<file path="src/hdl/rv_decode_pkg.sv">
/*
 * RV32I decode definitions
 * ISA widths, instruction field positions, opcode and funct3 encodings
 * and the core's private NOP word used by the decode stage.
 */
package rv_decode_pkg;

    // widths fixed by the ISA
    localparam int INST_W     = 32;
    localparam int ADDR_W     = 32;
    localparam int REG_ADDR_W = 5;

    // instruction field layout
    localparam int OPCODE_W   = 7;
    localparam int FUNCT3_W   = 3;
    localparam int OPCODE_LSB = 0;
    localparam int RD_LSB     = 7;
    localparam int FUNCT3_LSB = 12;
    localparam int RS1_LSB    = 15;
    localparam int RS2_LSB    = 20;

    // private nop, opcode 0000001, all other fields zero
    localparam logic [INST_W-1:0] INST_NOP = 32'h0000_0001;

    typedef enum logic [OPCODE_W-1:0] {
        OP_IMM    = 7'b0010011,  // addi, slti, xori, shifts
        OP_REG    = 7'b0110011,  // add/sub, sll, slt, and ...
        OP_LOAD   = 7'b0000011,
        OP_STORE  = 7'b0100011,
        OP_BRANCH = 7'b1100011,
        OP_JAL    = 7'b1101111,
        OP_JALR   = 7'b1100111,
        OP_LUI    = 7'b0110111,
        OP_AUIPC  = 7'b0010111,
        OP_FENCE  = 7'b0001111,
        OP_NOP    = 7'b0000001   // core specific
    } opcode_e;

    typedef enum logic [FUNCT3_W-1:0] {
        LB  = 3'b000,
        LH  = 3'b001,
        LW  = 3'b010,
        LBU = 3'b100,
        LHU = 3'b101
    } load_f3_e;

    typedef enum logic [FUNCT3_W-1:0] {
        SB = 3'b000,
        SH = 3'b001,
        SW = 3'b010
    } store_f3_e;

    typedef enum logic [FUNCT3_W-1:0] {
        BEQ  = 3'b000,
        BNE  = 3'b001,
        BLT  = 3'b100,
        BGE  = 3'b101,
        BLTU = 3'b110,
        BGEU = 3'b111
    } branch_f3_e;

endpackage

</file>
<file path="src/hdl/id_decoder.sv">
/*
 * ID decoder
 * Combinational classifier of one RV32I instruction. Produces register
 * file read/write controls, data memory enables and a valid flag.
 * Every output is decoded fresh; an address is zero when its enable is low.
 */
`timescale 1ns/1ps

module id_decoder (
    input  logic [rv_decode_pkg::INST_W-1:0]     inst_i,

    output logic                                 valid_o,
    output logic                                 rs1_re_o,
    output logic [rv_decode_pkg::REG_ADDR_W-1:0] rs1_addr_o,
    output logic                                 rs2_re_o,
    output logic [rv_decode_pkg::REG_ADDR_W-1:0] rs2_addr_o,
    output logic                                 rd_we_o,
    output logic [rv_decode_pkg::REG_ADDR_W-1:0] rd_addr_o,
    output logic                                 mem_re_o,
    output logic                                 mem_we_o
);
    import rv_decode_pkg::*;

    opcode_e               opcode;
    logic [FUNCT3_W-1:0]   funct3;
    logic [REG_ADDR_W-1:0] rd;
    logic [REG_ADDR_W-1:0] rs1;
    logic [REG_ADDR_W-1:0] rs2;

    // field split
    assign opcode = opcode_e'(inst_i[OPCODE_LSB +: OPCODE_W]);
    assign funct3 = inst_i[FUNCT3_LSB +: FUNCT3_W];
    assign rd     = inst_i[RD_LSB +: REG_ADDR_W];
    assign rs1    = inst_i[RS1_LSB +: REG_ADDR_W];
    assign rs2    = inst_i[RS2_LSB +: REG_ADDR_W];

    always_comb begin
        valid_o  = 1'b0;
        rs1_re_o = 1'b0;
        rs2_re_o = 1'b0;
        rd_we_o  = 1'b0;
        mem_re_o = 1'b0;
        mem_we_o = 1'b0;

        case (opcode)
            OP_IMM: begin
                valid_o  = 1'b1;   // any funct3
                rs1_re_o = 1'b1;
                rd_we_o  = 1'b1;
            end

            OP_REG: begin
                valid_o  = 1'b1;   // funct7 checked in execute
                rs1_re_o = 1'b1;
                rs2_re_o = 1'b1;
                rd_we_o  = 1'b1;
            end

            OP_LOAD: begin
                case (load_f3_e'(funct3))
                    LB, LH, LW, LBU, LHU: begin
                        valid_o  = 1'b1;
                        rs1_re_o = 1'b1;
                        rd_we_o  = 1'b1;
                        mem_re_o = 1'b1;
                    end
                    default: begin
                        valid_o = 1'b0;
                    end
                endcase
            end

            OP_STORE: begin
                case (store_f3_e'(funct3))
                    SB, SH: begin
                        valid_o  = 1'b1;
                        rs1_re_o = 1'b1;
                        rs2_re_o = 1'b1;
                        mem_we_o = 1'b1;
                        mem_re_o = 1'b1;   // sub-word store, read-modify-write
                    end
                    SW: begin
                        valid_o  = 1'b1;
                        rs1_re_o = 1'b1;
                        rs2_re_o = 1'b1;
                        mem_we_o = 1'b1;
                    end
                    default: begin
                        valid_o = 1'b0;
                    end
                endcase
            end

            OP_BRANCH: begin
                case (branch_f3_e'(funct3))
                    BEQ, BNE, BLT, BGE, BLTU, BGEU: begin
                        valid_o  = 1'b1;
                        rs1_re_o = 1'b1;
                        rs2_re_o = 1'b1;
                    end
                    default: begin
                        valid_o = 1'b0;
                    end
                endcase
            end

            OP_JAL, OP_LUI, OP_AUIPC: begin
                valid_o = 1'b1;
                rd_we_o = 1'b1;
            end

            OP_JALR: begin
                valid_o  = 1'b1;
                rs1_re_o = 1'b1;
                rd_we_o  = 1'b1;
            end

            OP_FENCE, OP_NOP: begin
                valid_o = 1'b1;    // no side effects
            end

            default: begin
                valid_o = 1'b0;
            end
        endcase
    end

    // addresses only meaningful with their enable
    assign rs1_addr_o = rs1_re_o ? rs1 : '0;
    assign rs2_addr_o = rs2_re_o ? rs2 : '0;
    assign rd_addr_o  = rd_we_o  ? rd  : '0;

endmodule

</file>
<file path="src/hdl/id_pipe_reg.sv">
/*
 * ID pipeline register
 * Replaces the wrong-path instruction with the NOP on a taken jump and
 * registers the decoded controls for the execute stage.
 */
`timescale 1ns/1ps

module id_pipe_reg (
    input  logic                                 clk,
    input  logic                                 rst_n_i,
    input  logic                                 jump_flag_i,
    input  logic [rv_decode_pkg::INST_W-1:0]     inst_i,
    input  logic [rv_decode_pkg::ADDR_W-1:0]     inst_addr_i,

    input  logic                                 valid_i,
    input  logic                                 rs1_re_i,
    input  logic [rv_decode_pkg::REG_ADDR_W-1:0] rs1_addr_i,
    input  logic                                 rs2_re_i,
    input  logic [rv_decode_pkg::REG_ADDR_W-1:0] rs2_addr_i,
    input  logic                                 rd_we_i,
    input  logic [rv_decode_pkg::REG_ADDR_W-1:0] rd_addr_i,
    input  logic                                 mem_re_i,
    input  logic                                 mem_we_i,

    output logic [rv_decode_pkg::INST_W-1:0]     inst_o,
    output logic [rv_decode_pkg::ADDR_W-1:0]     inst_addr_o,
    output logic                                 inst_valid_o,
    output logic                                 reg1_re_o,
    output logic [rv_decode_pkg::REG_ADDR_W-1:0] reg1_raddr_o,
    output logic                                 reg2_re_o,
    output logic [rv_decode_pkg::REG_ADDR_W-1:0] reg2_raddr_o,
    output logic                                 reg_we_o,
    output logic [rv_decode_pkg::REG_ADDR_W-1:0] reg_waddr_o,
    output logic                                 sram_re_o,
    output logic                                 sram_we_o
);
    import rv_decode_pkg::*;

    logic                  flush;
    logic [INST_W-1:0]     inst_d;
    logic                  valid_d;
    logic                  rs1_re_d;
    logic [REG_ADDR_W-1:0] rs1_addr_d;
    logic                  rs2_re_d;
    logic [REG_ADDR_W-1:0] rs2_addr_d;
    logic                  rd_we_d;
    logic [REG_ADDR_W-1:0] rd_addr_d;
    logic                  mem_re_d;
    logic                  mem_we_d;

    // a nop already in the slot needs no squash
    assign flush = jump_flag_i && (inst_i != INST_NOP);

    always_comb begin
        if (flush) begin
            inst_d     = INST_NOP;
            valid_d    = 1'b1;
            rs1_re_d   = 1'b0;
            rs1_addr_d = '0;
            rs2_re_d   = 1'b0;
            rs2_addr_d = '0;
            rd_we_d    = 1'b0;
            rd_addr_d  = '0;
            mem_re_d   = 1'b0;
            mem_we_d   = 1'b0;
        end else begin
            inst_d     = inst_i;
            valid_d    = valid_i;
            rs1_re_d   = rs1_re_i;
            rs1_addr_d = rs1_addr_i;
            rs2_re_d   = rs2_re_i;
            rs2_addr_d = rs2_addr_i;
            rd_we_d    = rd_we_i;
            rd_addr_d  = rd_addr_i;
            mem_re_d   = mem_re_i;
            mem_we_d   = mem_we_i;
        end
    end

    always_ff @(posedge clk or negedge rst_n_i) begin
        if (!rst_n_i) begin
            inst_o       <= '0;
            inst_addr_o  <= '0;
            inst_valid_o <= 1'b0;
            reg1_re_o    <= 1'b0;
            reg1_raddr_o <= '0;
            reg2_re_o    <= 1'b0;
            reg2_raddr_o <= '0;
            reg_we_o     <= 1'b0;
            reg_waddr_o  <= '0;
            sram_re_o    <= 1'b0;
            sram_we_o    <= 1'b0;
        end else begin
            inst_o       <= inst_d;
            inst_addr_o  <= inst_addr_i;   // kept on flush too
            inst_valid_o <= valid_d;
            reg1_re_o    <= rs1_re_d;
            reg1_raddr_o <= rs1_addr_d;
            reg2_re_o    <= rs2_re_d;
            reg2_raddr_o <= rs2_addr_d;
            reg_we_o     <= rd_we_d;
            reg_waddr_o  <= rd_addr_d;
            sram_re_o    <= mem_re_d;
            sram_we_o    <= mem_we_d;
        end
    end

endmodule

</file>
<file path="src/hdl/id_stage.sv">
/*
 * Instruction decode stage
 * One RV32I instruction per cycle in, registered decode controls out
 * one cycle later. A taken jump from execute squashes the incoming slot.
 */
`timescale 1ns/1ps

module id_stage (
    input  logic                                 clk,
    input  logic                                 rst_n_i,
    input  logic [rv_decode_pkg::INST_W-1:0]     inst_i,
    input  logic [rv_decode_pkg::ADDR_W-1:0]     inst_addr_i,
    input  logic                                 jump_flag_i,

    output logic [rv_decode_pkg::INST_W-1:0]     inst_o,
    output logic [rv_decode_pkg::ADDR_W-1:0]     inst_addr_o,
    output logic                                 inst_valid_o,
    output logic                                 reg1_re_o,
    output logic [rv_decode_pkg::REG_ADDR_W-1:0] reg1_raddr_o,
    output logic                                 reg2_re_o,
    output logic [rv_decode_pkg::REG_ADDR_W-1:0] reg2_raddr_o,
    output logic                                 reg_we_o,
    output logic [rv_decode_pkg::REG_ADDR_W-1:0] reg_waddr_o,
    output logic                                 sram_re_o,
    output logic                                 sram_we_o
);
    import rv_decode_pkg::*;

    // decoder to pipeline register
    logic                  dec_valid;
    logic                  dec_rs1_re;
    logic [REG_ADDR_W-1:0] dec_rs1_addr;
    logic                  dec_rs2_re;
    logic [REG_ADDR_W-1:0] dec_rs2_addr;
    logic                  dec_rd_we;
    logic [REG_ADDR_W-1:0] dec_rd_addr;
    logic                  dec_mem_re;
    logic                  dec_mem_we;

    id_decoder u_decoder (
        .inst_i     (inst_i),
        .valid_o    (dec_valid),
        .rs1_re_o   (dec_rs1_re),
        .rs1_addr_o (dec_rs1_addr),
        .rs2_re_o   (dec_rs2_re),
        .rs2_addr_o (dec_rs2_addr),
        .rd_we_o    (dec_rd_we),
        .rd_addr_o  (dec_rd_addr),
        .mem_re_o   (dec_mem_re),
        .mem_we_o   (dec_mem_we)
    );

    id_pipe_reg u_pipe_reg (
        .clk          (clk),
        .rst_n_i      (rst_n_i),
        .jump_flag_i  (jump_flag_i),
        .inst_i       (inst_i),
        .inst_addr_i  (inst_addr_i),
        .valid_i      (dec_valid),
        .rs1_re_i     (dec_rs1_re),
        .rs1_addr_i   (dec_rs1_addr),
        .rs2_re_i     (dec_rs2_re),
        .rs2_addr_i   (dec_rs2_addr),
        .rd_we_i      (dec_rd_we),
        .rd_addr_i    (dec_rd_addr),
        .mem_re_i     (dec_mem_re),
        .mem_we_i     (dec_mem_we),
        .inst_o       (inst_o),
        .inst_addr_o  (inst_addr_o),
        .inst_valid_o (inst_valid_o),
        .reg1_re_o    (reg1_re_o),
        .reg1_raddr_o (reg1_raddr_o),
        .reg2_re_o    (reg2_re_o),
        .reg2_raddr_o (reg2_raddr_o),
        .reg_we_o     (reg_we_o),
        .reg_waddr_o  (reg_waddr_o),
        .sram_re_o    (sram_re_o),
        .sram_we_o    (sram_we_o)
    );

endmodule

</file>
<file path="config.mk">
export PLATFORM = sky130hd
export DESIGN_NAME = id_stage
export DESIGN_NICKNAME = d
export VERILOG_FILES = /design/src/hdl/rv_decode_pkg.sv /design/src/hdl/id_decoder.sv /design/src/hdl/id_pipe_reg.sv /design/src/hdl/id_stage.sv
export SDC_FILE = /design/constraint.sdc
export NUM_CORES = 1
export LEC_CHECK = 0
export ABC_AREA = 1
export BUFFER_PORTS_ARGS = -buffer_cell sky130_fd_sc_hd__buf_2
export CELL_PAD_IN_SITES_DETAIL_PLACEMENT = 1
export CELL_PAD_IN_SITES_GLOBAL_PLACEMENT = 2
export CORE_AREA = 2 2 108 110
export CTS_CLUSTER_DIAMETER = 150
export CTS_CLUSTER_SIZE = 12
export DETAILED_ROUTE_END_ITERATION = 8
export DIE_AREA = 0 0 110 112
export PLACE_DENSITY_LB_ADDON = 0.15
export SYNTH_ARGS = -nofsm -noshare
export SYNTH_HDL_FRONTEND = slang
export SYNTH_HIERARCHICAL = 1
export SYNTH_SLANG_ARGS = --single-unit
</file>
<file path="constraint.sdc">
create_clock -name clk -period 1 [get_ports clk]
set_clock_uncertainty 0.15 [all_clocks]
set_input_delay 0.05 -clock clk [delete_from_list [all_inputs] [get_ports clk]]
set_output_delay 0.05 -clock clk [all_outputs]
set_load 0.01 [all_outputs]
</file>
# ---- After elaboration in Yosys (flattened, before gate mapping)
# Cells that the tools add are included.
dict set report totals {
  register_bits 85
  out_inout_bits 85
  word_cells 61
}
dict set report classes {
  n_eq_ne 18
  n_mux 23
  n_reduce_logical 9
}
# operator n
set op_table {}
lappend op_table {{$mux W32} 1}
lappend op_table {{$ne A32 B1 Y1 const B} 1}
lappend op_table {{$mux W5} 6}
lappend op_table {{$eq A7 B6 Y1 const B} 3}
lappend op_table {{$eq A7 B7 Y1 const B} 3}
lappend op_table {{$eq A7 B5 Y1 const B} 2}
lappend op_table {{$eq A3 B3 Y1 const B} 4}
lappend op_table {{$reduce_or A6 Y1} 2}
lappend op_table {{$mux W1} 11}
lappend op_table {{$pmux W1 S4} 2}
lappend op_table {{$reduce_or A8 Y1} 1}
lappend op_table {{$eq A7 B1 Y1 const B} 1}
lappend op_table {{$eq A7 B2 Y1 const B} 1}
lappend op_table {{$eq A7 B4 Y1 const B} 1}
lappend op_table {{$reduce_or A3 Y1} 2}
lappend op_table {{$reduce_or A5 Y1} 1}
lappend op_table {{$pmux W1 S2} 2}
lappend op_table {{$eq A3 B1 Y1 const B} 1}
lappend op_table {{$eq A3 B2 Y1 const B} 1}
lappend op_table {{$logic_not A3 Y1} 1}
lappend op_table {{$pmux W1 S3} 1}
lappend op_table {{$reduce_or A2 Y1} 1}
lappend op_table {{$logic_and A1 B1 Y1} 1}

# ---- Logic depth before layout (Yosys ltp)
dict set report logic_depth {
  depth_word 6
  ltp_mapped 10
  ltp_nobuf 10
}

# ---- By module
# Netlist, hierarchy kept.
# mod n_inst cells_each area_each_um2
set by_module_without_submodules {}
lappend by_module_without_submodules {id_pipe_reg 1 230 2715.1}
lappend by_module_without_submodules {id_decoder 1 78 350.3}

# ---- Least setup slack after synthesis
# No wires, ideal clock.
dict set report synth_timing {
  path_type {input port to flip-flop}
  startpoint {in inst_i[0] (netlist bit)}
  endpoint {reg u_pipe_reg/inst_o[10] (netlist bit)}
  setup_ps 115
  arrival_ps 771
  path_slack_ps -36
  cell_stages 9
  cell_sequence {inv_1 nor2_1 nand2_1 nor2_1 nand2_1 nor2_2 nor2_2 buf_6 nor2_1}
}
dict set report synth_via {
  elab_chain_len 3
}
# element line
set synth_lines {}
lappend synth_lines {{start, declared} id_stage.sv:11} ;# input logic [rv_decode_pkg::INST_W-1:0] inst_i,
lappend synth_lines {{$ne A32 B1 Y1} id_pipe_reg.sv:52} ;# assign flush = jump_flag_i && (inst_i != INST_NOP);
lappend synth_lines {{$logic_and A1 B1 Y1} id_pipe_reg.sv:52}
lappend synth_lines {{$mux W32} id_pipe_reg.sv:55} ;# if (flush) begin
lappend synth_lines {{named net u_pipe_reg.inst_d[10]} id_pipe_reg.sv:40} ;# logic [INST_W-1:0] inst_d;
lappend synth_lines {{end signal, assigned} id_pipe_reg.sv:94} ;# inst_o <= inst_d;
lappend synth_lines {{end, declared} id_pipe_reg.sv:25} ;# output logic [rv_decode_pkg::INST_W-1:0] inst_o,
# The timed path passes the listed nets, and every way through them passes these cells.

# ---- Worst setup path in the final report
dict set report layout_timing {
  startpoint {reg u_pipe_reg.sram_we_o}
  endpoint {out sram_we_o}
}
# element line
set layout_rtl {}
lappend layout_rtl {{start, declared} id_pipe_reg.sv:35} ;# output logic sram_we_o
lappend layout_rtl {{start signal, assigned} id_pipe_reg.sv:104} ;# sram_we_o <= mem_we_d;
lappend layout_rtl {{end, declared} id_stage.sv:25} ;# output logic sram_we_o
# No word-level cell between the ends.

==> results.cfg <==
[logic_synthesis]
yosys_register_bits = 85
yosysUniqueCellTypes = 14
synth_area_per_cell_um2 = 9.95
yosysWarnings = 6
seq_area_frac_synth_pct = 69.4
syn_area_mm2 = 0.00307
syn_nets = 375
syn_inst = 308

[timing]
fin_ws_ns = -0.0607
finalMaxSlewViolations = 0
fin_crit_sh_pct = 106
finalSetupTns_ns = -2.49
fmax_mhz = 943
setup_viol = 85
finalCriticalPeriod_ns = 1.06
hold_viol_final = 11
worst_hold_slack_ns = -0.0409
worst_pin_slew_ns = 0.346
rsz0062_at_grt = yes
max_slew_margin_pct = 76.7

[pwr]
internal-power_w = 0.00653
powerDensity_mw_per_mm2 = 1380
irDropWorstVdd_mv = 0.629
clockPowerShare_pct = 42.1
pwr-share-comb_pct = 15.5
leakage_nw = 3.23
p_switching_w = 0.00201
pwr-share-seq_pct = 42.5
sw_frac_of_total_pct = 23.6

[clocking]
clk_pin_slew_ns = 0.07
numCtsBuffers = 9
cts_buffer_depth = 2
tritoncts = built
root_buffer = clkbuf_16
cts.sinks = 85
h-tree-depth = 3

[run]
drv_cap = 0

[global_route]
grt_pass1_wl_um = 14300
grtUsageTotal_pct = 15.1
grt_pass1_vias = 2944
antenna_found_initial = 0
grt_max_degree = 25
grt.overflow.total = 0

[worst_setup_path]
cp_max_fo = 1
worstPathArrival_ns = 0.86
worst-setup-path-type = reg -> out
startpoint_type = flop
crit_slowest_cell = dfrtp_1
cp.required_ns = 0.80
path_buf_inv = 1
path_cells = buf_2
cpLargestDelayFamily = flip-flops
end_kind = output port
max_stage_delay_ns = 0.38

[route]
drt_first_pass_iters = 4
ant_nets = 0
drt_iter0_markers = 87
via_per_inst = 4.05
vias = 2938
routed_wl_um = 10200
drc_errors = 0
wl_per_cell_um = 14.1

[status]
status = complete, but fails checks
violations = hold timing, setup timing

[layout]
syn_to_final_growth_pct = 102
finalInstanceArea_mm2 = 0.00618
drive_above_1_share_pct = 51.2
nets = 644
n_fill_cell = 1225
fin_util_pct = 55.3
num_antenna_cells = 0

[floorplan]
dieArea_mm2 = 0.0123
die_y_um = 112
rows = 39
ios = 152
start_util_pct = 27.4
coreArea_mm2 = 0.0112
dieWidth_um = 110

[placement]
place_area_mm2 = 0.00430
gp_congestion = 0.720
portBuffers = 151
post-dp-hpwl_um = 6470

[hold_path]
hp-class = in -> reg
layout by cell type, fill, tap and decap left out, drive strengths merged, types with 2 or more instances in the layout:
cell,n
buf,193
nor2,91
dfrtp,85
inv,81
dlygate4sd3,62
nand2,33
clkbuf,14
nand3,9
dlymetal6s4s,4
o21ai,3
bufinv,2
clkinvlp,2
cell families (layout without fill, tap and decap cells):
group	count (synthesis)	in the layout	synth area share [%]
DFF	85	85	69.4
AOI/OAI and AO/OA	5	5	0.898
buffers and inverters	84	358	11.5
and+or+nand+nor	134	134	18.2
state kept, by name, summed over array words and instances (netlist names):
register / count
u_pipe_reg/reg_we_o: 1
u_pipe_reg/inst_valid_o: 1
u_pipe_reg/reg2_raddr_o: 5
u_pipe_reg/reg2_re_o: 1
u_pipe_reg/reg1_re_o: 1
u_pipe_reg/sram_we_o: 1
u_pipe_reg/inst_o: 32
u_pipe_reg/inst_addr_o: 32
u_pipe_reg/reg1_raddr_o: 5
u_pipe_reg/reg_waddr_o: 5
u_pipe_reg/sram_re_o: 1
cell usage after synthesis, drive strengths merged:
library cell	number	area, um^2
o31ai	1	7.51
inv	79	297
a21oi	1	5.00
buf	5	56.3
o21ai	3	15.0
nor2	91	364
dfrtp	85	2130
nand2	33	124
nor3	1	5.00
nand3	9	65.1
cell type report:
cell class | instances | area [um^2] | share of cell area, %
repair buffers | 263 | 2300 | 37.3
flip-flops and latches | 85 | 2130 | 34.4
multi-input cells | 139 | 943 | 15.3
inverters | 79 | 304 | 4.92
clock buffers | 10 | 229 | 3.70
well taps | 143 | 179 | 2.89
clock inverters | 6 | 95.1 | 1.54
repair_timing:
action	in CTS	in global routing
setup buffers	1	5
hold endpoints to repair	163	14
gates cloned	0	5
resized for setup	16	179
endpoints found under the setup margin	92	136
hold buffers	64	2
pin swaps	2	41
power groups by stage:
stage,sequential [W],clock (W),combinational (W)
after global routing,0.00364,0.00389,0.00144
final,0.00363,0.00360,0.00132
after global placement,0.00368,0,0.000798
after CTS,0.00362,0.00371,0.00103
after floorplan,0.00376,0,0.000178
after detailed placement,0.00368,0,0.000811
final timing paths:
path | endpoint | slack [ns] | startpoint | depth (start not counted)
min in group asynchronous | u_pipe_reg/inst_addr_o[30] | 0 | rst_n_i | 2
setup / recovery | sram_we_o | -0.06 | u_pipe_reg/sram_we_o | 1
hold / removal | u_pipe_reg/sram_re_o | -0.04 | inst_i[13] | 5
max in group asynchronous | u_pipe_reg/reg_waddr_o[1] | 0.27 | rst_n_i | 3
per-layer routing:
metal | wire length [um] | GRT usage (%) | share of wire [%]
met5 | 0 | 0 | 0
met4 | 187 | 4.98 | 1.8
met3 | 780 | 4.74 | 7.6
met2 | 5310 | 25.9 | 52
met1 | 3950 | 17.6 | 39
metrics by stage:
step / std cells / worst slack (ns) / power (W)
global route: 725 / -0.0902 / 0.00897
detailed placement: 633 / -0.371 / 0.00449
global placement: 633 / -0.343 / 0.00447
finish: 725 / -0.0607 / 0.00854
CTS: 714 / -0.0759 / 0.00836
floorplan: 308 / -0.00169 / 0.00394
Note: power is estimated with default switching activity, not from simulation.
